**src/core_pkg.sv**
```systemverilog
package core_pkg;

    // ******************************
    // Widths
    // ******************************

    // Register and packet data
    localparam int DATA_W  = 32;
    // Register file address, sixteen registers
    localparam int REG_AW  = 4;
    // Instruction memory address, 256 words
    localparam int PC_W    = 8;
    localparam int INSTR_W = 16;
    // Network core ID
    localparam int ID_W    = 4;

    // ******************************
    // Instruction fields
    // ******************************

    // Opcode in the top 4 bits
    localparam int OPC_LSB = 12;
    // Destination register below the opcode
    localparam int RD_LSB  = 8;
    // Low byte is rs (low nibble) or immediate / branch offset
    localparam int IMM_W   = 8;

    // Opcodes, encodings 10 to 15 are illegal
    typedef enum logic [3:0]
    {
        OP_NOP  = 4'd0,
        OP_ADD  = 4'd1,
        OP_SUB  = 4'd2,
        OP_AND  = 4'd3,
        OP_OR   = 4'd4,
        OP_MOVI = 4'd5,
        OP_BEQZ = 4'd6,
        OP_BNEZ = 4'd7,
        OP_SW   = 4'd8,
        OP_WAIT = 4'd9
    } opcode_e;

    // Network packet operations
    typedef enum logic [1:0]
    {
        NET_NONE  = 2'd0,
        NET_PC    = 2'd1,
        NET_INSTR = 2'd2,
        NET_REG   = 2'd3
    } net_op_e;

    // Run state machine
    typedef enum logic [1:0]
    {
        ST_IDLE = 2'd0,
        ST_RUN  = 2'd1,
        ST_ERR  = 2'd2
    } state_e;

endpackage

```
**src/core_ctrl.sv**
```systemverilog
module core_ctrl #(
    parameter logic [core_pkg::ID_W-1:0] CORE_ID = '0
)
(
    input  logic                      clk,
    input  logic                      n_reset,
    input  logic [core_pkg::ID_W-1:0] net_id_i,
    input  core_pkg::net_op_e         net_op_i,
    input  logic                      wait_i,
    input  logic                      illegal_i,
    output logic                      run_o,
    output logic                      pc_load_o,
    output logic                      imem_wen_o,
    output logic                      net_rf_wen_o,
    output logic                      exception_o
);
    import core_pkg::*;

    state_e state_r;
    state_e state_n;
    logic   id_match;
    logic   net_pc;

    // Packet is addressed to this core
    assign id_match = (net_id_i == CORE_ID);
    assign net_pc   = id_match && (net_op_i == NET_PC);

    // Network strobes, honoured in IDLE only
    assign pc_load_o    = net_pc && (state_r == ST_IDLE);
    assign imem_wen_o   = id_match && (net_op_i == NET_INSTR) && (state_r == ST_IDLE);
    assign net_rf_wen_o = id_match && (net_op_i == NET_REG) && (state_r == ST_IDLE);

    // Pipeline advances only while staying in RUN
    // so a WAIT or a fault freezes fetch and flushes at this edge
    assign run_o = (state_r == ST_RUN) && (state_n == ST_RUN);

    // ******************************
    // Run state machine
    // ******************************

    always_comb
    begin
        state_n = state_r;
        case (state_r)
            ST_IDLE:
            begin
                // PC packet starts the program
                if (net_pc)
                    state_n = ST_RUN;
            end
            ST_RUN:
            begin
                // PC packet while running is a protocol error
                if (illegal_i || net_pc)
                    state_n = ST_ERR;
                else if (wait_i)
                    state_n = ST_IDLE;
            end
            default:
            begin
                // ERR is sticky and ignores all packets
                state_n = ST_ERR;
            end
        endcase
    end

    always_ff @(posedge clk)
    begin
        if (!n_reset)
        begin
            state_r     <= ST_IDLE;
            exception_o <= 1'b0;
        end
        else
        begin
            state_r <= state_n;
            // Exception held until reset
            if (state_n == ST_ERR)
                exception_o <= 1'b1;
        end
    end

endmodule

```
**config.mk**
```make
export PLATFORM = sky130hd
export DESIGN_NAME = core_ctrl
export DESIGN_NICKNAME = d
export VERILOG_FILES = /design/src/core_pkg.sv /design/src/core_ctrl.sv
export SDC_FILE = /design/constraint.sdc
export NUM_CORES = 1
export LEC_CHECK = 0
export BUFFER_PORTS_ARGS = -buffer_cell sky130_fd_sc_hd__buf_2
export CAP_MARGIN = 30
export CORE_AREA = 2 2 39 41
export DETAILED_ROUTE_END_ITERATION = 12
export DIE_AREA = 0 0 41 43
export HOLD_SLACK_MARGIN = 0.03
export SYNTH_ARGS = -nofsm -noshare
export SYNTH_HDL_FRONTEND = slang
export SYNTH_SLANG_ARGS = --single-unit
```
**constraint.sdc**
```tcl
create_clock -name clk -period 1.2 [get_ports clk]
set_input_delay 0.06 -clock clk [delete_from_list [all_inputs] [get_ports clk]]
set_output_delay 0.06 -clock clk [all_outputs]
set_load 0.02 [all_outputs]
```
==> metrics <==
Ys Warns=0; area of the die=1760 um^2; Tot Pwr=312 uW; DRC Markers=0; Post-CTS Setup Inserts=0; multi-input logic area=128 um^2; filler cell count=166; Fmax=906 MHz; DP HPWL=362 um; reported leakage power=0.000154 uW; ant diodes=0; WP data required=1.14 ns; total track usage=6.02%; crit path kind=register to output pin; wire per inst=8.18 um; Inserted Clock Buffers=3; commonest non-fill, non-tap cell in the layout=buf_2; final setup vio count=0; Setup TNS=0 ns; Mapped Area=189 um^2; GRT overflow=0; Finished Cell Area=315 um^2; placer congestion estimate=0.653; Longest Clk Path Bufs=2; Synth-to-Final Area Change=66.9%; fin nets=51; placed cells=52; initial antenna violation count=0; maximum vdd drop=0.227 mV; first-pass GRT wire length=662 um; Synth Register Bits=3; cell area power density=989 nW/um^2; H-Tree Depth=1; number of global-route vias before repair=201; core area=1380 um^2; Setup Skew=0.00204 ns; CP Cell Sequence=nor2_1 -> and4b_1 -> buf_2; Via density=3.93; PortBufs=14; filler-free cell count of the finished design=56; Fin. Hold Viols=0; io pins=15; Worst Setup End Kind=output pin; worst slew pin tran=0.233 ns; number of core rows=14; syn nets=32; CTS tree=built; via count=220; drt total wl=458 um; post-route clock period utilization=92.0%; register area=62.6 um^2; DP Area=279 um^2; syn avg cell area=8.59 um^2; post-cts hold buffer count=0; critical path arrival=1.04 ns; Tmin final=1.10 ns; worst-path maximum fanout=7; Hold Path Class=input port to register; max cap viols=0; outcome=finished, final reports clean; Die Y=43 um; DRT iter0 DRCs=0; Root Buffer=clkbuf_4; Detailed Routing Iterations Pass 1=1; antenna-violating nets left=0; Mapped Cells=22; crit-path max cell delay=0.34 ns; slowest CP cell=dfxtp_2; commonest non-fill, non-tap cells in the layout=buf_2, nor2_1, clkbuf_4; # resized after CTS=0; largest net degree at the start of global routing=8; type of origin of the critical path=register; share of layout cells above drive strength 1=55.0%; Synth cell types=14; slew margin rel.=84.3%; initial cell density of the core=13.7%; clock-pin slew on the worst setup and hold paths=0.04 ns; RSZ-0062 raised after global routing=no; Final Max Slew Viols=0; Num Clock Sinks=3; die span in x=41 um; Seq/Total Area, Yosys=31.8%; later-pin clock latency in the skew report=0.23 ns
-- cell families after synthesis --
family                 Yosys count  synth area share (%)
AO/OA/AOI/OAI                    4                  11.9
flip-flops                       3                  31.8
multiplexers                     1                  5.96
buffers and inverters            1                  1.98
AND/OR/NAND/NOR                 13                  48.3
-- per-stage QoR --
stage	setup slack (ns)	util, %	hold slack [ns]
6_report	0.0963	22.8	0.0908
5_1_grt	0.00855	22.8	0.0915
4_1_cts	0.0647	22.1	0.0828
3_5_place_dp	0.110	20.2	0.328
3_3_place_gp	0.115	20.2	0.329
2_1_floorplan	0.181	-	0.189
-- critical path: cells and delay by family, from the launching register on --
| family | cells | cell delay [ns] |
|---|---|---|
| and+or+nand+nor | 2 | 0.32 |
| DFF | 1 | 0.34 |
| buffers and inverters | 1 | 0.16 |
-- power breakdown --
group / switching (uW) / leakage [uW] / internal, uW
logic: 17.3 / 0.000114 / 18.0
registers: 0.695 / 0.0000252 / 101
clock network: 50.6 / 0.0000150 / 125
total: 68.6 / 0.000154 / 243
-- layout make-up --
type,count,area share (%)
clock buffers,4,8.33
well taps,16,6.35
repair buffers,14,23.8
inverters,1,1.19
multi-input cells,18,40.5
flip-flops and latches,3,19.8
-- final timing paths --
| path | slack (ns) | to | start | cells after the start |
|---|---|---|---|---|
| worst max register to register | 0.24 | state_r[0]$_SDFF_PN0_ | state_r[1]$_SDFF_PN0_ | 3 |
| worst min-delay path | 0.09 | exception_o$_SDFFE_PN0N_ | n_reset | 3 |
| worst min register to register | 0.58 | exception_o$_SDFFE_PN0N_ | exception_o$_SDFFE_PN0N_ | 2 |
| worst max-delay path | 0.1 | run_o | state_r[1]$_SDFF_PN0_ | 3 |
-- sequential cells by signal, indices dropped and copies added (netlist names) --
signal,flops
state_r,2
exception_o,1
-- Yosys cell counts (all sizes together) --
cell | instances | area [um^2]
nor2 | 5 | 18.8
o21ai | 1 | 5.00
dfxtp | 3 | 60.1
nand3 | 1 | 5.00
nand3b | 1 | 11.3
nor3 | 2 | 10.0
nor4 | 1 | 21.3
a21oi | 2 | 10.0
o31ai | 1 | 7.51
inv | 1 | 3.75
nand2b | 1 | 6.26
mux2 | 1 | 11.3
and4b | 1 | 10.0
nor4b | 1 | 8.76
-- routing by layer --
layer / up-vias / track usage, % / share of wire, %
met2: 8 / 9.38 / 51
met3: 0 / 3.14 / 13
met4: 0 / 6.00 / 0
met1: 96 / 4.81 / 36
met5: - / 0 / 0
li1: 116 / - / -
Power figures use the tool's default switching activity.
