[src/core_pkg.sv]
package core_pkg;

    // ******************************
    // Widths
    // ******************************

    // Register and packet data
    localparam int DATA_W  = 32;
    // Register file address, sixteen registers
    localparam int REG_AW  = 4;
    // Instruction memory address, 256 words
    localparam int PC_W    = 8;
    localparam int INSTR_W = 16;
    // Network core ID
    localparam int ID_W    = 4;

    // ******************************
    // Instruction fields
    // ******************************

    // Opcode in the top 4 bits
    localparam int OPC_LSB = 12;
    // Destination register below the opcode
    localparam int RD_LSB  = 8;
    // Low byte is rs (low nibble) or immediate / branch offset
    localparam int IMM_W   = 8;

    // Opcodes, encodings 10 to 15 are illegal
    typedef enum logic [3:0]
    {
        OP_NOP  = 4'd0,
        OP_ADD  = 4'd1,
        OP_SUB  = 4'd2,
        OP_AND  = 4'd3,
        OP_OR   = 4'd4,
        OP_MOVI = 4'd5,
        OP_BEQZ = 4'd6,
        OP_BNEZ = 4'd7,
        OP_SW   = 4'd8,
        OP_WAIT = 4'd9
    } opcode_e;

    // Network packet operations
    typedef enum logic [1:0]
    {
        NET_NONE  = 2'd0,
        NET_PC    = 2'd1,
        NET_INSTR = 2'd2,
        NET_REG   = 2'd3
    } net_op_e;

    // Run state machine
    typedef enum logic [1:0]
    {
        ST_IDLE = 2'd0,
        ST_RUN  = 2'd1,
        ST_ERR  = 2'd2
    } state_e;

endpackage

[src/reg_file.sv]
module reg_file (
    input  logic                        clk,
    input  logic [core_pkg::REG_AW-1:0] rs_addr_i,
    input  logic [core_pkg::REG_AW-1:0] rd_addr_i,
    input  logic                        net_wen_i,
    input  logic [core_pkg::REG_AW-1:0] net_addr_i,
    input  logic [core_pkg::DATA_W-1:0] net_data_i,
    input  logic                        ex_wen_i,
    input  logic [core_pkg::REG_AW-1:0] ex_waddr_i,
    input  logic [core_pkg::DATA_W-1:0] ex_wdata_i,
    output logic [core_pkg::DATA_W-1:0] rs_val_o,
    output logic [core_pkg::DATA_W-1:0] rd_val_o
);
    import core_pkg::*;

    logic [DATA_W-1:0] regs [2**REG_AW];
    logic              wen;
    logic [REG_AW-1:0] waddr;
    logic [DATA_W-1:0] wdata;

    // Network writes only in IDLE, execute writes only in RUN
    assign wen   = net_wen_i || ex_wen_i;
    assign waddr = net_wen_i ? net_addr_i : ex_waddr_i;
    assign wdata = net_wen_i ? net_data_i : ex_wdata_i;

    always_ff @(posedge clk)
    begin
        if (wen)
            regs[waddr] <= wdata;
    end

    // r0 is hardwired to zero
    assign rs_val_o = (rs_addr_i == '0) ? '0 : regs[rs_addr_i];
    assign rd_val_o = (rd_addr_i == '0) ? '0 : regs[rd_addr_i];

endmodule

[config.mk]
export PLATFORM = sky130hd
export DESIGN_NAME = reg_file
export DESIGN_NICKNAME = d
export VERILOG_FILES = /design/src/core_pkg.sv /design/src/reg_file.sv
export SDC_FILE = /design/constraint.sdc
export NUM_CORES = 1
export LEC_CHECK = 0
export BUFFER_PORTS_ARGS = -buffer_cell sky130_fd_sc_hd__clkbuf_2
export CAP_MARGIN = 10
export CELL_PAD_IN_SITES_DETAIL_PLACEMENT = 1
export CELL_PAD_IN_SITES_GLOBAL_PLACEMENT = 2
export CORE_MARGIN = 1
export CORE_UTILIZATION = 30
export CTS_CLUSTER_SIZE = 40
export DETAILED_ROUTE_END_ITERATION = 16
export PLACE_DENSITY_LB_ADDON = 0.2
export SLEW_MARGIN = 20
export SYNTH_ARGS = -nofsm -noshare
export SYNTH_HDL_FRONTEND = slang
export SYNTH_SLANG_ARGS = --single-unit
export TNS_END_PERCENT = 50
[constraint.sdc]
create_clock -name clk -period 3 [get_ports clk]
set_clock_uncertainty 0.05 [all_clocks]
set_input_delay 0.15 -clock clk [delete_from_list [all_inputs] [get_ports clk]]
set_output_delay 0.15 -clock clk [all_outputs]
set_load 0.02 [all_outputs]
==> results.ini <==
[timing]
finalSetupTns_ns = 0
finalSetupViolations = 0
maxSlewViolCount = 0
max-slew-margin-rel = 0.283
hold_ws_ns = 0.0348
rsz0062_at_grt = false
max_freq_mhz = 431
post-route-period-util = 0.773
hold_viol = 0
layout_setup_ws_ns = 0.681
worst_pin_slew_ns = 1.07
min_period_ns = 2.32

[route]
drc = 0
drtAntennaViolNets = 0
drt-total-wl_um = 68900
drt_first_pass_iters = 7
vias = 13000
drtIter0Drc = 926
via_per_inst = 5.41
wl_per_cell_um = 28.6

[cells_and_area]
nets = 1478
final_area_um2 = 26400
fin_cells = 2407
largest_register = regs
reg.largest.list = regs (480)
largest_reg_flops = 480
antenna_cells = 0
drive_above_1_share = 0.392
syn_to_final_growth_pct = 17.4

[global_route]
grt_max_degree = 76
grt_antenna_before_repair = 1
grt_pass1_wl_um = 98600
grtUsageTotal = 0.182
grt_pass1_vias = 14200
overflow = 0

[die]
initial_core_util = 0.303
row_count = 100
die_h_um = 276
io_pins = 147
dieWidth_um = 276
dieArea_um2 = 76100
fp.coreArea_um2 = 74300

[clock_tree]
cts_tree = done
path_clk_slew_ns = 0.06
post_cts_buffers = 0
cts_max_path_buffers = 3
numCtsBuffers = 53
cts_max_level = 2
cts.sinks = 480
root_buffer = clkbuf_16

[worst_hold_path]
hold_class = primary input to register
holdCritStartpoint = net_data_i[8]

[placed_design]
dp_slack_ns = 0.600
dp_hpwl_um = 40500
gp_congestion = 0.724
placed_area_um2 = 24700
place.port_buffers = 146
placed_cells = 2299

[critical_path]
crit_path_end = rs_val_o[9]
path_delay_family = simple AND/OR/NAND/NOR gates
critPathArrivalTime_ns = 2.12
cp_slowest_stage_delay_ns = 0.54
crit_path_end_kind = output port
cp.depth = 4
path_buf_inv = 1
crit_start = regs[4][9]
crit_fanout = 2
cpMaxStageDelayCell = nor3_1
path_class = register to output port
cp_cell_sequence = mux4_2 > o22ai_1 > nor3_1 > clkbuf_2
cp_data_required_time_ns = 2.80
startpoint_type = register

[synthesis]
syn_avg_cell_area_um2 = 18.3
synth_cells = 1230
synth.net_count = 1313
netlist_area_um2 = 22500
ys_warn_count = 0
synth.distinct_cells = 35
ys_ff_latch = 480
ys_seq_area_frac = 0.641

[outcome]
status = finished clean

[power]
p_per_area_nw_per_um2 = 592
leakage_nw = 8.62
peakVddDrop_mv = 0.411

[job]
cap_violations = 0

==> what timing repair did <==
action	4_1_cts	5_1_grt
gates resized for setup	0	0
hold endpoints to repair	79	0
hold buffers	10	0
==> routing by layer <==
layer / GRT usage / up-vias / routed length, µm
li1: - / 5601 / -
met1: 0.241 / 7025 / 30400
met2: 0.317 / 306 / 34700
met3: 0.0228 / 83 / 2640
met4: 0.0440 / 2 / 1160
met5: 0 / - / 12
==> cell type report <==
class	count	area, µm²
fill	7486	47900
sequential	480	14400
multi-input combinational	645	7650
timing repair buffer	212	1510
clock buffer	58	1350
tap	969	1210
clock inverter	40	268
inverter	3	11.3
==> kinds of logic after synthesis <==
logic type             count (synthesis)  share of synthesized area
AO/OA/AOI/OAI                        192                     0.0626
buffers and inverters                105                     0.0251
flip-flops                           480                      0.641
multiplexers                         346                      0.249
AND/OR/NAND/NOR                      107                     0.0224
==> cells in the mapped netlist, drive strengths merged <==
library cell    n  area [µm²]
o21ai           1        5.00
o32a            2        20.0
o22ai          32         200
a221oi         44         385
inv             3        11.3
a31oi           3        18.8
nor4bb          1        10.0
nor2           49         184
nand2b          3        18.8
a32oi           1        8.76
and2            1        6.26
mux2           95        1070
and2b           1        7.51
or2             2        12.5
nor4b           1        8.76
o221a           6        67.6
a22oi          25         188
a21oi          53         265
edfxtp        480       14400
and3b           2        17.5
buf            55         377
nand2           8        30.0
mux2i          90         901
mux4          161        3630
nor2b           2        12.5
clkbuf         47         178
nor3           33         165
nor3b           4        30.0
a221o          25         250
==> layout by cell type (no fill, tap or decap), types with 33 or more instances in the layout <==
master / synthesis / layout
mux4_2: 161 / 161
a21oi_1: 53 / 53
buf_4: 13 / 43
mux2i_1: 90 / 90
edfxtp_1: 480 / 480
nor3_1: 33 / 33
mux2_2: 95 / 95
clkbuf_2: 1 / 138
nor2_1: 49 / 34
clkbuf_16: 0 / 53
a221oi_1: 44 / 44
==> through the flow <==
stage / total power [W] / util
2_1_floorplan: 0.00901 / -
3_3_place_gp: 0.00969 / 0.332
3_5_place_dp: 0.00972 / 0.332
4_1_cts: 0.0159 / 0.355
5_1_grt: 0.0162 / 0.355
6_report: 0.0156 / 0.355
==> worst min path at each step <==
stage	end	slack (ns)	cells past startpoint
CTS	regs[7][10]	0.0004	2
global route	regs[5][8]	0.04	2
global placement	regs[5][13]	0.62	2
finish	regs[5][8]	0.03	2
detailed placement	regs[4][23]	0.63	2
floorplan	regs[10][0]	0.47	1
==> report_power, final <==
part	switching, W	total, W	internal (W)
registers	0.0000949	0.00777	0.00767
clock network	0.00269	0.00609	0.00340
logic	0.00108	0.00179	0.000710
No activity file was read; power rests on OpenSTA's default activity.
