$ cat config.mk
export PLATFORM = sky130hd
export DESIGN_NAME = fetch
export DESIGN_NICKNAME = d
export VERILOG_FILES = /design/src/core_pkg.sv /design/src/fetch.sv
export SDC_FILE = /design/constraint.sdc
export NUM_CORES = 2
export LEC_CHECK = 0
export BUFFER_PORTS_ARGS = -buffer_cell sky130_fd_sc_hd__buf_2
export CAP_MARGIN = 25
export CORE_MARGIN = 2
export CORE_UTILIZATION = 50
export CTS_BUF_LIST = sky130_fd_sc_hd__clkbuf_4 sky130_fd_sc_hd__clkbuf_8
export CTS_CLUSTER_SIZE = 14
export DETAILED_ROUTE_END_ITERATION = 7
export PLACE_DENSITY = 0.63
export SYNTH_ARGS = -nofsm -noshare
export SYNTH_HDL_FRONTEND = slang
export SYNTH_SLANG_ARGS = --single-unit
$ cat constraint.sdc
create_clock -name clk -period 3.23 [get_ports clk]
set_input_delay 0.1615 -clock clk [delete_from_list [all_inputs] [get_ports clk]]
set_output_delay 0.1615 -clock clk [all_outputs]
set_load 0.02 [all_outputs]
$ cat src/core_pkg.sv
package core_pkg;

    // ******************************
    // Widths
    // ******************************

    // Register and packet data
    localparam int DATA_W  = 32;
    // Register file address, sixteen registers
    localparam int REG_AW  = 4;
    // Instruction memory address, 256 words
    localparam int PC_W    = 8;
    localparam int INSTR_W = 16;
    // Network core ID
    localparam int ID_W    = 4;

    // ******************************
    // Instruction fields
    // ******************************

    // Opcode in the top 4 bits
    localparam int OPC_LSB = 12;
    // Destination register below the opcode
    localparam int RD_LSB  = 8;
    // Low byte is rs (low nibble) or immediate / branch offset
    localparam int IMM_W   = 8;

    // Opcodes, encodings 10 to 15 are illegal
    typedef enum logic [3:0]
    {
        OP_NOP  = 4'd0,
        OP_ADD  = 4'd1,
        OP_SUB  = 4'd2,
        OP_AND  = 4'd3,
        OP_OR   = 4'd4,
        OP_MOVI = 4'd5,
        OP_BEQZ = 4'd6,
        OP_BNEZ = 4'd7,
        OP_SW   = 4'd8,
        OP_WAIT = 4'd9
    } opcode_e;

    // Network packet operations
    typedef enum logic [1:0]
    {
        NET_NONE  = 2'd0,
        NET_PC    = 2'd1,
        NET_INSTR = 2'd2,
        NET_REG   = 2'd3
    } net_op_e;

    // Run state machine
    typedef enum logic [1:0]
    {
        ST_IDLE = 2'd0,
        ST_RUN  = 2'd1,
        ST_ERR  = 2'd2
    } state_e;

endpackage

$ cat src/fetch.sv
module fetch (
    input  logic                         clk,
    input  logic                         n_reset,
    input  logic                         run_i,
    input  logic                         pc_load_i,
    input  logic                         imem_wen_i,
    input  logic [core_pkg::PC_W-1:0]    net_addr_i,
    input  logic [core_pkg::DATA_W-1:0]  net_data_i,
    input  logic                         branch_i,
    input  logic [core_pkg::PC_W-1:0]    branch_target_i,
    output logic [core_pkg::INSTR_W-1:0] if_instr_o,
    output logic [core_pkg::PC_W-1:0]    if_pc_o
);
    import core_pkg::*;

    logic [PC_W-1:0]    pc_r;
    logic [PC_W-1:0]    pc_n;
    logic [INSTR_W-1:0] imem [2**PC_W];
    logic [INSTR_W-1:0] imem_rdata;

    // ******************************
    // Next PC
    // ******************************

    // Packet load wins, then a taken branch, then sequential fetch
    always_comb
    begin
        if (pc_load_i)
            pc_n = net_addr_i;
        else if (branch_i)
            pc_n = branch_target_i;
        else if (run_i)
            pc_n = pc_r + 1'b1;
        else
            pc_n = pc_r;
    end

    always_ff @(posedge clk)
    begin
        if (!n_reset)
            pc_r <= '0;
        else
            pc_r <= pc_n;
    end

    // ******************************
    // Instruction memory
    // ******************************

    // Write port from the network
    // instructions sit in the low bits of the packet data
    always_ff @(posedge clk)
    begin
        if (imem_wen_i)
            imem[net_addr_i] <= net_data_i[INSTR_W-1:0];
    end

    // Synchronous read on the next PC
    // so imem_rdata always belongs to pc_r
    always_ff @(posedge clk)
    begin
        imem_rdata <= imem[pc_n];
    end

    // ******************************
    // IF/ID register
    // ******************************

    always_ff @(posedge clk)
    begin
        if (!n_reset)
            if_instr_o <= {OP_NOP, OPC_LSB'(0)};
        else if (branch_i || !run_i)
            // Flushed slot becomes a NOP
            if_instr_o <= {OP_NOP, OPC_LSB'(0)};
        else
            if_instr_o <= imem_rdata;
    end

    // PC travels with the instruction for branch targets
    always_ff @(posedge clk)
    begin
        if_pc_o <= pc_r;
    end

endmodule

==> results.ini <==
[sta]
finalSetupTns_ns=-3.90
layout_min_cycle_time_ns=3.65
hold_violations=0
fin_crit_sh_pct=113
worstMarginPinSlew_ns=1.14
drv_slew=0
fin_ws_ns=-0.421
skew_ns=0.0662
rsz0062_at_grt=true
fmax_mhz=274
setup_viol=16
slew_headroom_pct=23.9

[die]
dieHeight_microns=572
die-area_sq_um=328000
start_util_pct=50.3
core_sq_um=321000
row_count=208
io_pins=78
die_x_microns=572

[global_route]
grt_pass1_wl_mm=728
antenna_found_initial=42
gr-total-overflow=0
grt_usage_pct=31.3
grt_pass1_vias=99200
grt_start_max_net_pins=137

[logic_synthesis]
synth-seq-area-share_pct=76.8
async_reset_ff_share_pct=0
yosys_warnings=0
synth_top_family_by_area=simple AND/OR/NAND/NOR gates
ys.flop_type=edfxtp_1
synth_compound_area_share_pct=5.93
synth_fa_ha_area_share_pct=0.00775
synth_cell_types=67
synth_top_area_share_pct=76.2
yosysMostFrequentCell=edfxtp_1
ys_seq_elements=4144
synthCells=9993
synth_edf_count=4096
synthXorXnorAreaFrac_pct=0.0217
syn_area_sq_um=161000
synthMuxAreaShare_pct=6.90
synth_common_cells=edfxtp_1, nand2_1, nand3_1
syn_nets=10000
synth_simple_gate_area_share_pct=8.12
synth_top_area_cell=edfxtp_1
syn_avg_cell_area_sq_um=16.2
synth_area_leaders=edfxtp_1, mux4_2, nand2_1

[clock_tree]
clock_path_buffers=4
cts_sinks=4144
root_buffer=clkbuf_8
clk_latency_ns=1.25
cts.clk_slew.worst_paths_ns=0.07
cts_tree=yes
h-tree-depth=6
cts_made_buffers=656

[worst_setup_path]
crit_slowest_cell=nand4_1
start_kind=flop
path_cells=ha_4, and4b_2, buf_6, o41a_4, buf_12, buf_8, a21oi_4, buf_12, buf_12, buf_6, a22oi_2, and3_4, a211oi_4, nand4_1, nand4_1
crit_path_max_fanout=4
end_kind=flop
critPathRequiredTime_ns=4.39
worstPathArrival_ns=4.81
ff2ff_path_depth=15
worstSetupPathType=flop to flop
max_stage_delay_ns=0.63
cpMostUsedCell=buf_12

[flow_run]
cap_violations=0

[placement]
dpl.hpwl_mm=311
port_buffers=61
place_congestion=0.953

[routing]
drt-initial-drc-count=16100
antenna_left=0
firstDrtPassIters=6
avgRoutedWirePerCell_microns=31.8
wl_mm=523
drc_errors=0
vias=103000
viasPerCell=6.27

[cells_and_area]
fill_cells=23200
drive_above_1_share_pct=28.1
final_util_pct=61.3
nNetsFinal=11600
area_delta_synth_final_pct=22.0

[pwr]
power-per-cell-area_nw_per_um2=601
power.leakage_nw=66.8
ir_drop_v=0.000500

[status]
violations=setup timing
outcome=complete, but fails checks

[hold_path]
min_path_cells=2
hold_class=primary input to flop

==> metal layers <==
| metal | up-vias | global-route usage [%] | wire (microns) | share of wire [%] |
|---|---|---|---|---|
| met4 | 26 | 16.4 | 30400 | 5.8 |
| met5 | - | 0 | 153 | 0.029 |
| li1 | 42400 | - | - | - |
| met2 | 6971 | 46.7 | 234000 | 45 |
| met1 | 52400 | 42.5 | 192000 | 37 |
| met3 | 1182 | 8.21 | 65900 | 13 |
==> timing repair <==
item / CTS / global route
resized for setup: 574 / 246
setup buffers: 119 / 68
endpoints found under the hold margin: 4648 / 0
pin swaps: 147 / 123
setup endpoints to repair: 16 / 16
hold buffers: 63 / 0
cloned: 49 / 15
==> cells by family after synthesis <==
group,count (synthesis)
xor+xnor,4
simple gates,3076
mux,623
fa+ha+maj,1
flops,4144
buf+inv,784
compound gates,1361
==> worst paths after layout <==
path / startpoint / endpoint / slack [ns]
setup / recovery: pc_r[1]$_SDFF_PN0_ / imem_rdata[5]$_DFF_P_ / -0.42
hold / removal: net_data_i[0] / imem[203][0]$_DFFE_PP_ / 0.07
setup reg to reg: pc_r[1]$_SDFF_PN0_ / imem_rdata[5]$_DFF_P_ / -0.42
hold reg to reg: pc_r[7]$_SDFF_PN0_ / if_pc_o[7]$_DFF_P_ / 0.48
==> worst max-delay path, delay by kind of cell (launching register included) <==
kind / cells / cell delay (ns)
buffers and inverters: 6 / 0.79
AO/OA/AOI/OAI: 4 / 0.89
AND/OR/NAND/NOR: 4 / 1.36
adder cells (fa/ha/maj): 1 / 0.18
flip-flops: 1 / 0.34
==> power breakdown <==
group	internal [mW]	leakage (nW)	switching (mW)
Combinational	5.74	22.7	8.97
Clock	23.4	6.83	20.9
Sequential	59.3	37.2	0.0912
==> through the flow <==
step | total power, mW | hold slack (ns) | cells | setup slack, ns | instance area, sq um
detailed placement | 72.3 | 0.430 | 14900 | -1.42 | 176000
CTS | 118 | 0.00184 | 16300 | -0.335 | 195000
floorplan | 66.1 | 0.260 | 9993 | 0.567 | 161000
global route | 122 | 0.0687 | 16400 | -0.391 | 197000
finish | 118 | 0.0666 | 16400 | -0.421 | 197000
global placement | 72.2 | 0.427 | 14900 | -1.43 | 176000
==> sequential cells by signal, summed over array words and instances, names as in the netlist <==
signal / cells
imem: 4096
if_pc_o: 8
if_instr_o: 16
pc_r: 8
imem_rdata: 16
==> placed cells by master (no fill, tap or decap), types with 52 or more instances in the layout <==
cell type      synthesis  final
a221oi_2               0     64
buf_6                 33     99
a311oi_1             118     96
clkinv_1               0    126
a221oi_1             148     67
clkbuf_8               0    686
a2111oi_0            107     90
nand4_1               93     93
a211oi_1             152    118
a31oi_1               80     65
mux2i_1              227    219
mux4_2               392    392
buf_12                 2    186
nor2_1               285    278
dlygate4sd3_1          0     58
diode_2                0     60
edfxtp_1            4096   4096
nand3_1              727    669
a21oi_1              445    423
buf_16                 0     68
clkbuf_4               0    246
a32oi_1               59     52
nand2_1             1774   1758
inv_1                 90     90
buf_4                 31   1051
a22oi_1              182    135
nor3_1                90     58
==> layout make-up <==
| class | count | area, sq um | area share, % |
|---|---|---|---|
| Sequential cell | 4144 | 124000 | 62.9 |
| Multi-Input combinational cell | 5065 | 36900 | 18.8 |
| Timing Repair Buffer | 1592 | 17300 | 8.79 |
| Clock buffer | 931 | 11300 | 5.73 |
| Tap cell | 4305 | 5390 | 2.73 |
| Clock inverter | 238 | 1610 | 0.817 |
| Inverter | 90 | 338 | 0.171 |
| Antenna cell | 60 | 150 | 0.0762 |
Note: power is estimated with default switching activity, not from simulation.
