$ cat config.mk
export PLATFORM = sky130hd
export DESIGN_NAME = exec_stage
export DESIGN_NICKNAME = d
export VERILOG_FILES = /design/src/core_pkg.sv /design/src/exec_stage.sv
export SDC_FILE = /design/constraint.sdc
export NUM_CORES = 1
export LEC_CHECK = 0
export BUFFER_PORTS_ARGS = -buffer_cell sky130_fd_sc_hd__buf_4
export CAP_MARGIN = 0
export CORE_UTILIZATION = 30
export DETAILED_ROUTE_END_ITERATION = 7
export PLACE_DENSITY_LB_ADDON = 0.2
export REMOVE_ABC_BUFFERS = 1
export SETUP_SLACK_MARGIN = 0.1
export SYNTH_ARGS = -nofsm -noshare
export SYNTH_HDL_FRONTEND = slang
export SYNTH_SLANG_ARGS = --single-unit
$ cat constraint.sdc
create_clock -name vclk -period 5.75
set_input_delay 1.15 -clock vclk [all_inputs]
set_output_delay 1.15 -clock vclk [all_outputs]
set_load 0.01 [all_outputs]
$ cat src/core_pkg.sv
package core_pkg;

    // ******************************
    // Widths
    // ******************************

    // Register and packet data
    localparam int DATA_W  = 32;
    // Register file address, sixteen registers
    localparam int REG_AW  = 4;
    // Instruction memory address, 256 words
    localparam int PC_W    = 8;
    localparam int INSTR_W = 16;
    // Network core ID
    localparam int ID_W    = 4;

    // ******************************
    // Instruction fields
    // ******************************

    // Opcode in the top 4 bits
    localparam int OPC_LSB = 12;
    // Destination register below the opcode
    localparam int RD_LSB  = 8;
    // Low byte is rs (low nibble) or immediate / branch offset
    localparam int IMM_W   = 8;

    // Opcodes, encodings 10 to 15 are illegal
    typedef enum logic [3:0]
    {
        OP_NOP  = 4'd0,
        OP_ADD  = 4'd1,
        OP_SUB  = 4'd2,
        OP_AND  = 4'd3,
        OP_OR   = 4'd4,
        OP_MOVI = 4'd5,
        OP_BEQZ = 4'd6,
        OP_BNEZ = 4'd7,
        OP_SW   = 4'd8,
        OP_WAIT = 4'd9
    } opcode_e;

    // Network packet operations
    typedef enum logic [1:0]
    {
        NET_NONE  = 2'd0,
        NET_PC    = 2'd1,
        NET_INSTR = 2'd2,
        NET_REG   = 2'd3
    } net_op_e;

    // Run state machine
    typedef enum logic [1:0]
    {
        ST_IDLE = 2'd0,
        ST_RUN  = 2'd1,
        ST_ERR  = 2'd2
    } state_e;

endpackage

$ cat src/exec_stage.sv
module exec_stage (
    input  logic [core_pkg::INSTR_W-1:0] id_instr_i,
    input  logic [core_pkg::PC_W-1:0]    id_pc_i,
    input  logic [core_pkg::DATA_W-1:0]  id_rs_val_i,
    input  logic [core_pkg::DATA_W-1:0]  id_rd_val_i,
    output logic                         wen_o,
    output logic [core_pkg::REG_AW-1:0]  waddr_o,
    output logic [core_pkg::DATA_W-1:0]  wdata_o,
    output logic                         branch_o,
    output logic [core_pkg::PC_W-1:0]    branch_target_o,
    output logic                         store_o,
    output logic [core_pkg::DATA_W-1:0]  store_addr_o,
    output logic [core_pkg::DATA_W-1:0]  store_data_o,
    output logic                         wait_o,
    output logic                         illegal_o
);
    import core_pkg::*;

    opcode_e          opcode;
    logic [IMM_W-1:0] imm;

    assign opcode  = opcode_e'(id_instr_i[OPC_LSB +: $bits(opcode_e)]);
    assign imm     = id_instr_i[IMM_W-1:0];
    assign waddr_o = id_instr_i[RD_LSB +: REG_AW];

    // Branch target relative to the branch's own PC
    assign branch_target_o = id_pc_i + PC_W'($signed(imm));

    // SW: rd value stored at address held in rs
    assign store_addr_o = id_rs_val_i;
    assign store_data_o = id_rd_val_i;

    // ******************************
    // Opcode decode and ALU
    // ******************************

    always_comb
    begin
        wen_o     = 1'b0;
        wdata_o   = '0;
        branch_o  = 1'b0;
        store_o   = 1'b0;
        wait_o    = 1'b0;
        illegal_o = 1'b0;
        case (opcode)
            OP_NOP:
            begin
                wen_o = 1'b0;
            end
            OP_ADD:
            begin
                wen_o   = 1'b1;
                wdata_o = id_rd_val_i + id_rs_val_i;
            end
            OP_SUB:
            begin
                wen_o   = 1'b1;
                wdata_o = id_rd_val_i - id_rs_val_i;
            end
            OP_AND:
            begin
                wen_o   = 1'b1;
                wdata_o = id_rd_val_i & id_rs_val_i;
            end
            OP_OR:
            begin
                wen_o   = 1'b1;
                wdata_o = id_rd_val_i | id_rs_val_i;
            end
            OP_MOVI:
            begin
                // Zero-extended immediate
                wen_o   = 1'b1;
                wdata_o = DATA_W'(imm);
            end
            // Branches test the rd value
            OP_BEQZ: branch_o = (id_rd_val_i == '0);
            OP_BNEZ: branch_o = (id_rd_val_i != '0);
            OP_SW:   store_o  = 1'b1;
            OP_WAIT: wait_o   = 1'b1;
            default:
            begin
                // Encodings 10 to 15
                illegal_o = 1'b1;
            end
        endcase
    end

endmodule

==> key figures <==
Status
  • Outcome: finished clean

Floorplan
  • Number of I/O pins: between 200 and 250
  • Die width: approximately 120 um
  • Starting density of the core: 0.310
  • Count of standard-cell rows: 42
  • Full die area: between 10000 and 15000 um2
  • Vertical die dimension: approximately 120 um
  • Area inside the core boundary: around 13000 um2

Cells and area
  • Number of sequential storage elements: 0
  • Ant. Diodes: 0
  • Fraction of final layout cells with drive strength greater than 1: 0.464
  • Most common cell after layout, fill and taps aside: buf_4
  • Most frequent cells in the layout: buf_4, xnor2_1, a21oi_1
  • Sequential cell area: 0 um2
  • Growth of design area from synthesis to finish: 53.5%
  • Total non-filler cell area in the finished layout: roughly 6400 um2
  • Net count of the finished layout: 928
  • Clock buffer count in the final layout: 0
  • Number of fill cells in the layout: 1405
  • Post-Layout Cell Count: a little under 1000

STA
  • Transition time at the pin with the least slew margin: between 600 and 700 ps
  • Number of pins with negative max-slew slack in the final report: 0
  • Final Critical Period: ~5600 ps
  • Worst hold slack across all endpoints: around 2300 ps
  • Maximum operating frequency: approximately 180 MHz
  • Period utilisation layout: 0.981
  • Number of hold-slack violations in the final timing report: 0
  • Setup violations, final: 0
  • Setup repair after global routing missed its margin: true
  • Headroom to the max-slew limit: 0.554

Synth
  • Simple-gate area share of the yosys netlist: 0.197
  • Compound-gate portion of the synthesized area: 0.353
  • Top cell type's share of synthesized area: 0.124
  • Cells after Synth: about 600
  • Share of synthesized cell area in full adder, half adder and majority cells: 0.134
  • Synth area leaders: ha_1, buf_4, xnor2_1, a21o_1, a21oi_1
  • Share of cell area taken by muxes after synthesis: 0.00998
  • Xor/xnor cell area share of the yosys netlist: 0.137
  • Main combinational cell family by area after synthesis: compound AO/OA/AOI/OAI gates
  • Most area-hungry cell type in the Yosys netlist: ha_1
  • Count of warnings emitted by yosys: 0
  • Post-Syn Area per Cell: ~7 um2
  • Portion of the post-synthesis area used by sequential elements: 0
  • Number of distinct library cells after synthesis: 65
  • Summed instance area of the synthesized netlist: about 4100 um2

Pwr
  • Leakage dissipation: ~3.1 nW
  • Peak supply drop: 0.0643 mV
  • Power density over cell area: between 100 and 150 nW/um2

Worst hold path
  • Startpoint of the lowest-slack hold path: id_instr_i[10]
  • Hold crit path type: input port to primary output
  • Worst hold path stage count: 0
  • Hold endpoint: waddr_o[2]

Routing
  • Post-route ant nets: 0
  • DRC violations left: 0
  • Total Wirelength: roughly 17000 um
  • Vias per Instance: 5.34
  • Starting DRC count in detailed routing: ~190
  • Average detailed-routed wire length per instance: ~17 um
  • Routed via count: around 5200
  • First-pass DRT Iterations: 5

Place
  • DP Wirelength: roughly 13000 um
  • Placed Cells incl. Taps: between 900 and 1000
  • Routability-driven placement congestion ratio: 0.891
  • Port-buffer cells: approximately 190
  • Instance area at placement: around 5800 um2

Worst setup path
  • Critical path fanouts, max: 4
  • Worst Setup End Kind: primary output
  • Largest stage delay on the critical path: 320 ps
  • CP Launch Type: input port
  • Buffer and inverter count on the worst path: 5
  • Data required time at the worst endpoint: between 4000 and 5000 ps
  • Crit-path leading delay family: compound AO/OA/AOI/OAI gates
  • Levels on crit path: 18
  • Cell type of the slowest stage on the worst timing path: nor4_4
  • Cell-by-cell listing of the critical path: buf_8 -> nor4_4 -> buf_4 -> and3b_2 -> nand3_4 -> o41ai_4 -> xor2_1 -> ha_1 -> a21o_1 -> a211oi_2 -> o2111ai_1 -> o31ai_1 -> buf_4 -> o31ai_2 -> buf_4 -> xnor2_1 -> o21ai_1 -> buf_4
  • Most prevalent standard cell on the critical path: buf_4
  • Path type of the worst setup path: input port to primary output
  • Critical path data arrival time: roughly 4500 ps

Global route
  • Number of antenna violations at the first check in global routing: 0
  • GRT Resource Usage Total: 0.217
  • Largest net degree at the start of global routing: 64
  • Global-route wire length before repair: about 25000 um
  • Vias in the first global route: 4961
  • Remaining global-route overflow: 0

Run
  • Max-cap violation count: 0

CTS
  • Post-cts hold buffer count: 0
-- synthesized netlist by cell type (2+ instances only) --
library cell / count
xor2_1: 18
inv_1: 25
nor4_1: 12
o221ai_1: 4
a221oi_1: 3
a222oi_1: 8
o21ai_1: 3
xnor2_1: 45
fa_1: 2
nand2b_1: 7
ha_1: 41
a211oi_1: 6
a22oi_1: 17
a31oi_1: 6
buf_2: 2
and4_1: 3
and2_1: 5
or3_1: 3
buf_4: 68
o21bai_1: 7
o21a_1: 4
and3_1: 5
nand4_1: 8
nor3_4: 2
nor3_1: 16
nor2_1: 36
o21ai_2: 3
o31ai_1: 8
o21ai_0: 40
clkbuf_1: 22
nand3_1: 10
nor3b_1: 2
a21oi_1: 53
nand2_1: 35
a21o_1: 37
nor2b_1: 2
mux2i_1: 3
-- stage by stage --
| stage | power (mW) | TNS (ps) | worst slack [ps] | utilization |
|---|---|---|---|---|
| 2_1_floorplan | 0.317 | 0 | 231 | - |
| 3_3_place_gp | 0.657 | -2060 | -381 | 0.436 |
| 3_5_place_dp | 0.662 | -1510 | -291 | 0.436 |
| 4_1_cts | 0.672 | 0 | 85.1 | 0.443 |
| 5_1_grt | 0.800 | -260 | -59.9 | 0.476 |
| 6_report | 0.741 | 0 | 107 | 0.476 |
-- where the power goes --
part	internal, mW	leakage (nW)	switching [mW]	total [mW]
Combinational	0.369	3.12	0.372	0.741
Clock	0	0	0	0
Sequential	0	0	0	0
Total	0.369	3.12	0.372	0.741
-- cells by family (layout without fill, tap and decap cells) --
group	Yosys count	count (layout)
AO/OA/AOI/OAI	215	215
AND/OR/NAND/NOR	155	155
buffers and inverters	118	314
XOR/XNOR	64	64
adder cells (fa/ha/maj)	43	43
multiplexers	4	4
-- worst max-delay path by stage --
| stage | to | start | slack (ps) |
|---|---|---|---|
| 6_report | wdata_o[28] | id_rs_val_i[4] | 110 |
| 5_1_grt | wdata_o[28] | id_rs_val_i[4] | -60 |
| 3_5_place_dp | wdata_o[28] | id_rs_val_i[4] | -290 |
| 3_3_place_gp | wdata_o[28] | id_rs_val_i[4] | -380 |
| 4_1_cts | wdata_o[28] | id_rs_val_i[3] | 90 |
| 2_1_floorplan | wdata_o[23] | id_instr_i[14] | 230 |
-- routing by layer --
layer | global-route usage | up-vias | wire (um)
met5 | 0 | - | 0
met4 | 0.0320 | 0 | 144
met3 | 0.0115 | 12 | 943
met2 | 0.405 | 208 | 8260
met1 | 0.275 | 2428 | 7210
li1 | - | 2536 | -
-- repair_timing --
item,4_1_cts,5_1_grt
setup endpoints to repair,17,17
setup buffers,4,11
pin swaps,9,41
resized for setup,16,86
-- area by class of cell --
type | count | area (um2) | share of cell area
well taps | 176 | 220 | 0.0347
multi-input cells | 481 | 3820 | 0.602
inverters | 25 | 93.8 | 0.0148
repair buffers | 289 | 2210 | 0.349
Power figures use the tool's default switching activity.
