==> src/core_pkg.sv <==
package core_pkg;

    // ******************************
    // Widths
    // ******************************

    // Register and packet data
    localparam int DATA_W  = 32;
    // Register file address, sixteen registers
    localparam int REG_AW  = 4;
    // Instruction memory address, 256 words
    localparam int PC_W    = 8;
    localparam int INSTR_W = 16;
    // Network core ID
    localparam int ID_W    = 4;

    // ******************************
    // Instruction fields
    // ******************************

    // Opcode in the top 4 bits
    localparam int OPC_LSB = 12;
    // Destination register below the opcode
    localparam int RD_LSB  = 8;
    // Low byte is rs (low nibble) or immediate / branch offset
    localparam int IMM_W   = 8;

    // Opcodes, encodings 10 to 15 are illegal
    typedef enum logic [3:0]
    {
        OP_NOP  = 4'd0,
        OP_ADD  = 4'd1,
        OP_SUB  = 4'd2,
        OP_AND  = 4'd3,
        OP_OR   = 4'd4,
        OP_MOVI = 4'd5,
        OP_BEQZ = 4'd6,
        OP_BNEZ = 4'd7,
        OP_SW   = 4'd8,
        OP_WAIT = 4'd9
    } opcode_e;

    // Network packet operations
    typedef enum logic [1:0]
    {
        NET_NONE  = 2'd0,
        NET_PC    = 2'd1,
        NET_INSTR = 2'd2,
        NET_REG   = 2'd3
    } net_op_e;

    // Run state machine
    typedef enum logic [1:0]
    {
        ST_IDLE = 2'd0,
        ST_RUN  = 2'd1,
        ST_ERR  = 2'd2
    } state_e;

endpackage

==> src/decode_stage.sv <==
module decode_stage (
    input  logic                         clk,
    input  logic                         n_reset,
    input  logic                         run_i,
    input  logic                         branch_i,
    input  logic [core_pkg::INSTR_W-1:0] if_instr_i,
    input  logic [core_pkg::PC_W-1:0]    if_pc_i,
    input  logic [core_pkg::DATA_W-1:0]  rs_val_i,
    input  logic [core_pkg::DATA_W-1:0]  rd_val_i,
    input  logic                         ex_wen_i,
    input  logic [core_pkg::REG_AW-1:0]  ex_waddr_i,
    input  logic [core_pkg::DATA_W-1:0]  ex_wdata_i,
    output logic [core_pkg::REG_AW-1:0]  rs_addr_o,
    output logic [core_pkg::REG_AW-1:0]  rd_addr_o,
    output logic [core_pkg::INSTR_W-1:0] id_instr_o,
    output logic [core_pkg::PC_W-1:0]    id_pc_o,
    output logic [core_pkg::DATA_W-1:0]  id_rs_val_o,
    output logic [core_pkg::DATA_W-1:0]  id_rd_val_o
);
    import core_pkg::*;

    logic              fwd_rs;
    logic              fwd_rd;
    logic [DATA_W-1:0] rs_val;
    logic [DATA_W-1:0] rd_val;

    // Read addresses straight from the instruction fields
    // rs is the low nibble of rs_imm
    assign rs_addr_o = if_instr_i[REG_AW-1:0];
    assign rd_addr_o = if_instr_i[RD_LSB +: REG_AW];

    // ******************************
    // Forwarding from execute
    // ******************************

    // Execute writes land at this edge, so bypass the stale read
    // r0 never forwards
    assign fwd_rs = ex_wen_i && (ex_waddr_i == rs_addr_o) && (rs_addr_o != '0);
    assign fwd_rd = ex_wen_i && (ex_waddr_i == rd_addr_o) && (rd_addr_o != '0);

    assign rs_val = fwd_rs ? ex_wdata_i : rs_val_i;
    assign rd_val = fwd_rd ? ex_wdata_i : rd_val_i;

    // ******************************
    // ID/EX register
    // ******************************

    always_ff @(posedge clk)
    begin
        if (!n_reset)
            id_instr_o <= {OP_NOP, OPC_LSB'(0)};
        else if (branch_i || !run_i)
            id_instr_o <= {OP_NOP, OPC_LSB'(0)};
        else
            id_instr_o <= if_instr_i;
    end

    // Operands and PC are don't-care behind a NOP
    always_ff @(posedge clk)
    begin
        id_pc_o     <= if_pc_i;
        id_rs_val_o <= rs_val;
        id_rd_val_o <= rd_val;
    end

endmodule

==> config.mk <==
export PLATFORM = sky130hd
export DESIGN_NAME = decode_stage
export DESIGN_NICKNAME = d
export VERILOG_FILES = /design/src/core_pkg.sv /design/src/decode_stage.sv
export SDC_FILE = /design/constraint.sdc
export NUM_CORES = 1
export LEC_CHECK = 0
export BUFFER_PORTS_ARGS = -buffer_cell sky130_fd_sc_hd__buf_2
export CAP_MARGIN = 20
export CORE_MARGIN = 2
export CORE_UTILIZATION = 42
export CTS_CLUSTER_DIAMETER = 100
export DETAILED_ROUTE_END_ITERATION = 8
export HOLD_SLACK_MARGIN = 0.1
export PLACE_DENSITY = 0.89
export SLEW_MARGIN = 20
export SYNTH_ARGS = -nofsm -noshare
export SYNTH_HDL_FRONTEND = slang
export SYNTH_SLANG_ARGS = --single-unit
==> constraint.sdc <==
create_clock -name clk -period 3.9 [get_ports clk]
set_clock_uncertainty 0.15 [all_clocks]
set_input_delay 0.39 -clock clk [delete_from_list [all_inputs] [get_ports clk]]
set_output_delay 0.39 -clock clk [all_outputs]
set_load 0.005 [all_outputs]
==> summary.json <==
{
  "xor_xnor_fraction_of_synth_area": {"value": 0.01783},
  "n_fill_cell": {"value": 521},
  "routed-via-count": {"value": 2458},
  "timing.critical_path.from_type": {"value": "input pin"},
  "pwr_density_cell": {"value": 386.7, "unit": "mW/mm^2"},
  "timing.setup.tns": {"value": 0, "unit": "ns"},
  "post_synth_mux_area_share": {"value": 0.2828},
  "timing.setup.critical_path_class": {"value": "in -> reg"},
  "globalRoute.totalOverflow": {"value": 0},
  "vias_in_the_first_global_route": {"value": 2501},
  "finalHoldViolCount": {"value": 0},
  "finalMaxSlewViolations": {"value": 0},
  "final.period_utilization": {"value": 0.5652},
  "origin_of_the_worst_setup_path": {"value": "ex_waddr_i[2]"},
  "switching_share": {"value": 0.2338},
  "crit_fanout": {"value": 20},
  "first_pass_iters": {"value": 4},
  "power.share.sequential": {"value": 0.545},
  "final_setup_violating_endpoints": {"value": 0},
  "dieArea": {"value": 0.007702, "unit": "mm^2"},
  "cts_sinks": {"value": 88},
  "die_h": {"value": 87.76, "unit": "um"},
  "achievable-frequency": {"value": 0.4536, "unit": "GHz"},
  "largest_family_of_logic_cells_by_synthesized_area": {"value": "multiplexers"},
  "placementRows": {"value": 30},
  "commonest_cells_after_routing_fill_and_taps_aside": {"value": "buf_2 (224), dfxtp_1 (88), mux2_2 (32)"},
  "dp_slack": {"value": 1.317, "unit": "ns"},
  "worst-endpoint-required": {"value": 3.98, "unit": "ns"},
  "numCtsBuffers": {"value": 9},
  "slew_at_the_pin_with_the_worst_max_slew_slack": {"value": 0.9294, "unit": "ns"},
  "combPwrFrac": {"value": 0.137},
  "timing.hold.worst.start": {"value": "rs_val_i[26]"},
  "clock_path_buffers": {"value": 2},
  "yosys_warnings": {"value": 0},
  "average_wire_per_standard_cell": {"value": 14.66, "unit": "um"},
  "synth-compound-area-share": {"value": 0.01019},
  "endpoint_kind": {"value": "flop"},
  "h-tree-depth": {"value": 3},
  "initial_cell_density_of_the_core": {"value": 0.4337},
  "core_area": {"value": 0.006794, "unit": "mm^2"},
  "final_nets": {"value": 577},
  "boundaryPins": {"value": 225},
  "layout_setup_ws": {"value": 1.696, "unit": "ns"},
  "cts.root.buffer_cell": {"value": "clkbuf_8"},
  "synthToLayoutAreaGrowth": {"value": 54.95, "unit": "%"},
  "port-buffer-count": {"value": 224},
  "drtAntennaViolNets": {"value": 0},
  "slowest_stage": {"value": "o2111ai_4"},
  "power.ir.vdd_worst": {"value": 0.1970, "unit": "mV"},
  "syn-instance-count": {"value": 200},
  "timing.critical_path.cells": {"value": "buf_2 > nor3_1 > nor3_1 > o2111ai_4 > buf_4 > mux2_4"},
  "grt_setup_unrepaired": {"value": "false"},
  "hold_path.class": {"value": "in -> reg"},
  "cp.arrival": {"value": 2.28, "unit": "ns"},
  "syn_area": {"value": 0.002947, "unit": "mm^2"},
  "drive_above_1_share": {"value": 0.6755},
  "tritoncts_clock_tree": {"value": "yes"},
  "route.detailed.vias_per_inst": {"value": 4.477},
  "mostFrequentLayoutCell": {"value": "buf_2"},
  "finalWirelength": {"value": 8048, "unit": "um"},
  "clkTransAtPathRegs": {"value": 0.10, "unit": "ns"},
  "synth_cell_type_count": {"value": 14},
  "crit_path_frequent_cell": {"value": "nor3_1"},
  "leak": {"value": 2.380, "unit": "nW"},
  "switching_power": {"value": 412.8, "unit": "uW"},
  "synth-simple-area-share": {"value": 0.05053},
  "max_slew_headroom_at_the_worst_pin": {"value": 0.3801},
  "yosys.area_share.adder": {"value": 0},
  "synth.ff_latch_count": {"value": 88},
  "power.share.clock": {"value": 0.318},
  "initial_antenna_violation_count": {"value": 0},
  "internal_power": {"value": 1.353, "unit": "mW"},
  "grt_first_pass_wirelength": {"value": 11430, "unit": "um"},
  "dp_hpwl": {"value": 5840, "unit": "um"},
  "gp_routability_congestion": {"value": 0.7199},
  "postSynthAreaPerCell": {"value": 14.73, "unit": "um^2"},
  "outcome": {"value": "finished clean"},
  "synthesis.nets": {"value": 329},
  "antenna_cells_inserted": {"value": 0},
  "synth.yosys.seq_area_share": {"value": 0.5979},
  "horizontal_die_dimension": {"value": 87.76, "unit": "um"},
  "cts_resized": {"value": 0},
  "globalRouteTotalUtil": {"value": 0.1964},
  "drv.max_cap_violation_count": {"value": 0},
  "drc_errors": {"value": 0},
  "critical-path-max-stage-delay": {"value": 0.75, "unit": "ns"},
  "post-route-min-period": {"value": 2.204, "unit": "ns"},
  "drt_first_iter_violations": {"value": 40},
  "grt_max_degree": {"value": 33}
}
[layout make-up]
| class | instances | area (um^2) | area share |
|---|---|---|---|
| Clock buffer | 10 | 137.6 | 0.03015 |
| Multi-Input combinational cell | 97 | 1087 | 0.2381 |
| Timing Repair Buffer | 252 | 1416 | 0.3102 |
| Tap cell | 96 | 120.1 | 0.02631 |
| Clock inverter | 6 | 42.54 | 0.009318 |
| Sequential cell | 88 | 1762 | 0.3859 |
[worst max-delay path, delay by kind of cell]
kind | cells | cell delay, ns
compound gates | 1 | 0.75
mux | 1 | 0.32
buf+inv | 2 | 0.52
simple gates | 2 | 0.28
[synth_stat cells (all sizes together)]
library cell  count  area, um^2
and3b             1       8.760
nor3              4       20.02
xor2              4       35.03
and2             18       112.6
clkbuf            1       3.750
nor2              2       7.510
buf              14       116.4
xnor2             2       17.52
dfxtp            88        1762
mux2             64       833.3
o2111ai           2       30.03
[repair_timing]
action | 4_1_cts | 5_1_grt
hold buffers | 21 | 5
endpoints found under the hold margin | 21 | 5
setup buffers | 0 | 0
[metrics by stage]
stage / std cells / hold slack [ns] / area [um^2] / util / power, mW
floorplan: 200 / 0.2677 / 2947 / - / 1.070
detailed placement: 506 / 0.3451 / 4098 / 0.6031 / 1.202
global route: 549 / 0.1009 / 4566 / 0.6720 / 1.851
CTS: 543 / 0.1003 / 4488 / 0.6606 / 1.778
finish: 549 / 0.1149 / 4566 / 0.6720 / 1.765
global placement: 506 / 0.3443 / 4098 / 0.6031 / 1.193
[state kept, by name, summed over array words and instances (netlist names)]
register     count
id_instr_o      16
id_pc_o          8
id_rd_val_o     32
id_rs_val_o     32
[kinds of logic after synthesis]
| family | count (synthesis) |
|---|---|
| xor+xnor | 6 |
| simple gates | 25 |
| mux | 64 |
| buf+inv | 15 |
| flops | 88 |
| compound gates | 2 |
[power by group through the flow]
stage               Clock [mW]  Sequential, mW  Combinational [mW]
floorplan                    0           0.992              0.0785
finish                   0.561           0.962               0.242
detailed placement           0           0.983               0.220
CTS                      0.580           0.962               0.237
global placement             0           0.981               0.212
global route             0.621           0.967               0.262
[final timing paths]
check	to	slack [ns]	cells after the start
worst min-delay path	id_rs_val_o[26]$_DFF_P_	0.11	2
worst max-delay path	id_rs_val_o[1]$_DFF_P_	1.70	6
[metal layers]
layer | global-route usage | share of wire | vias up
li1 | - | - | 1167
met1 | 0.1789 | 0.33 | 1133
met2 | 0.3864 | 0.56 | 138
met3 | 0.06503 | 0.086 | 20
met4 | 0.08951 | 0.021 | 0
met5 | 0 | 0 | -
No activity file was read; power rests on OpenSTA's default activity.
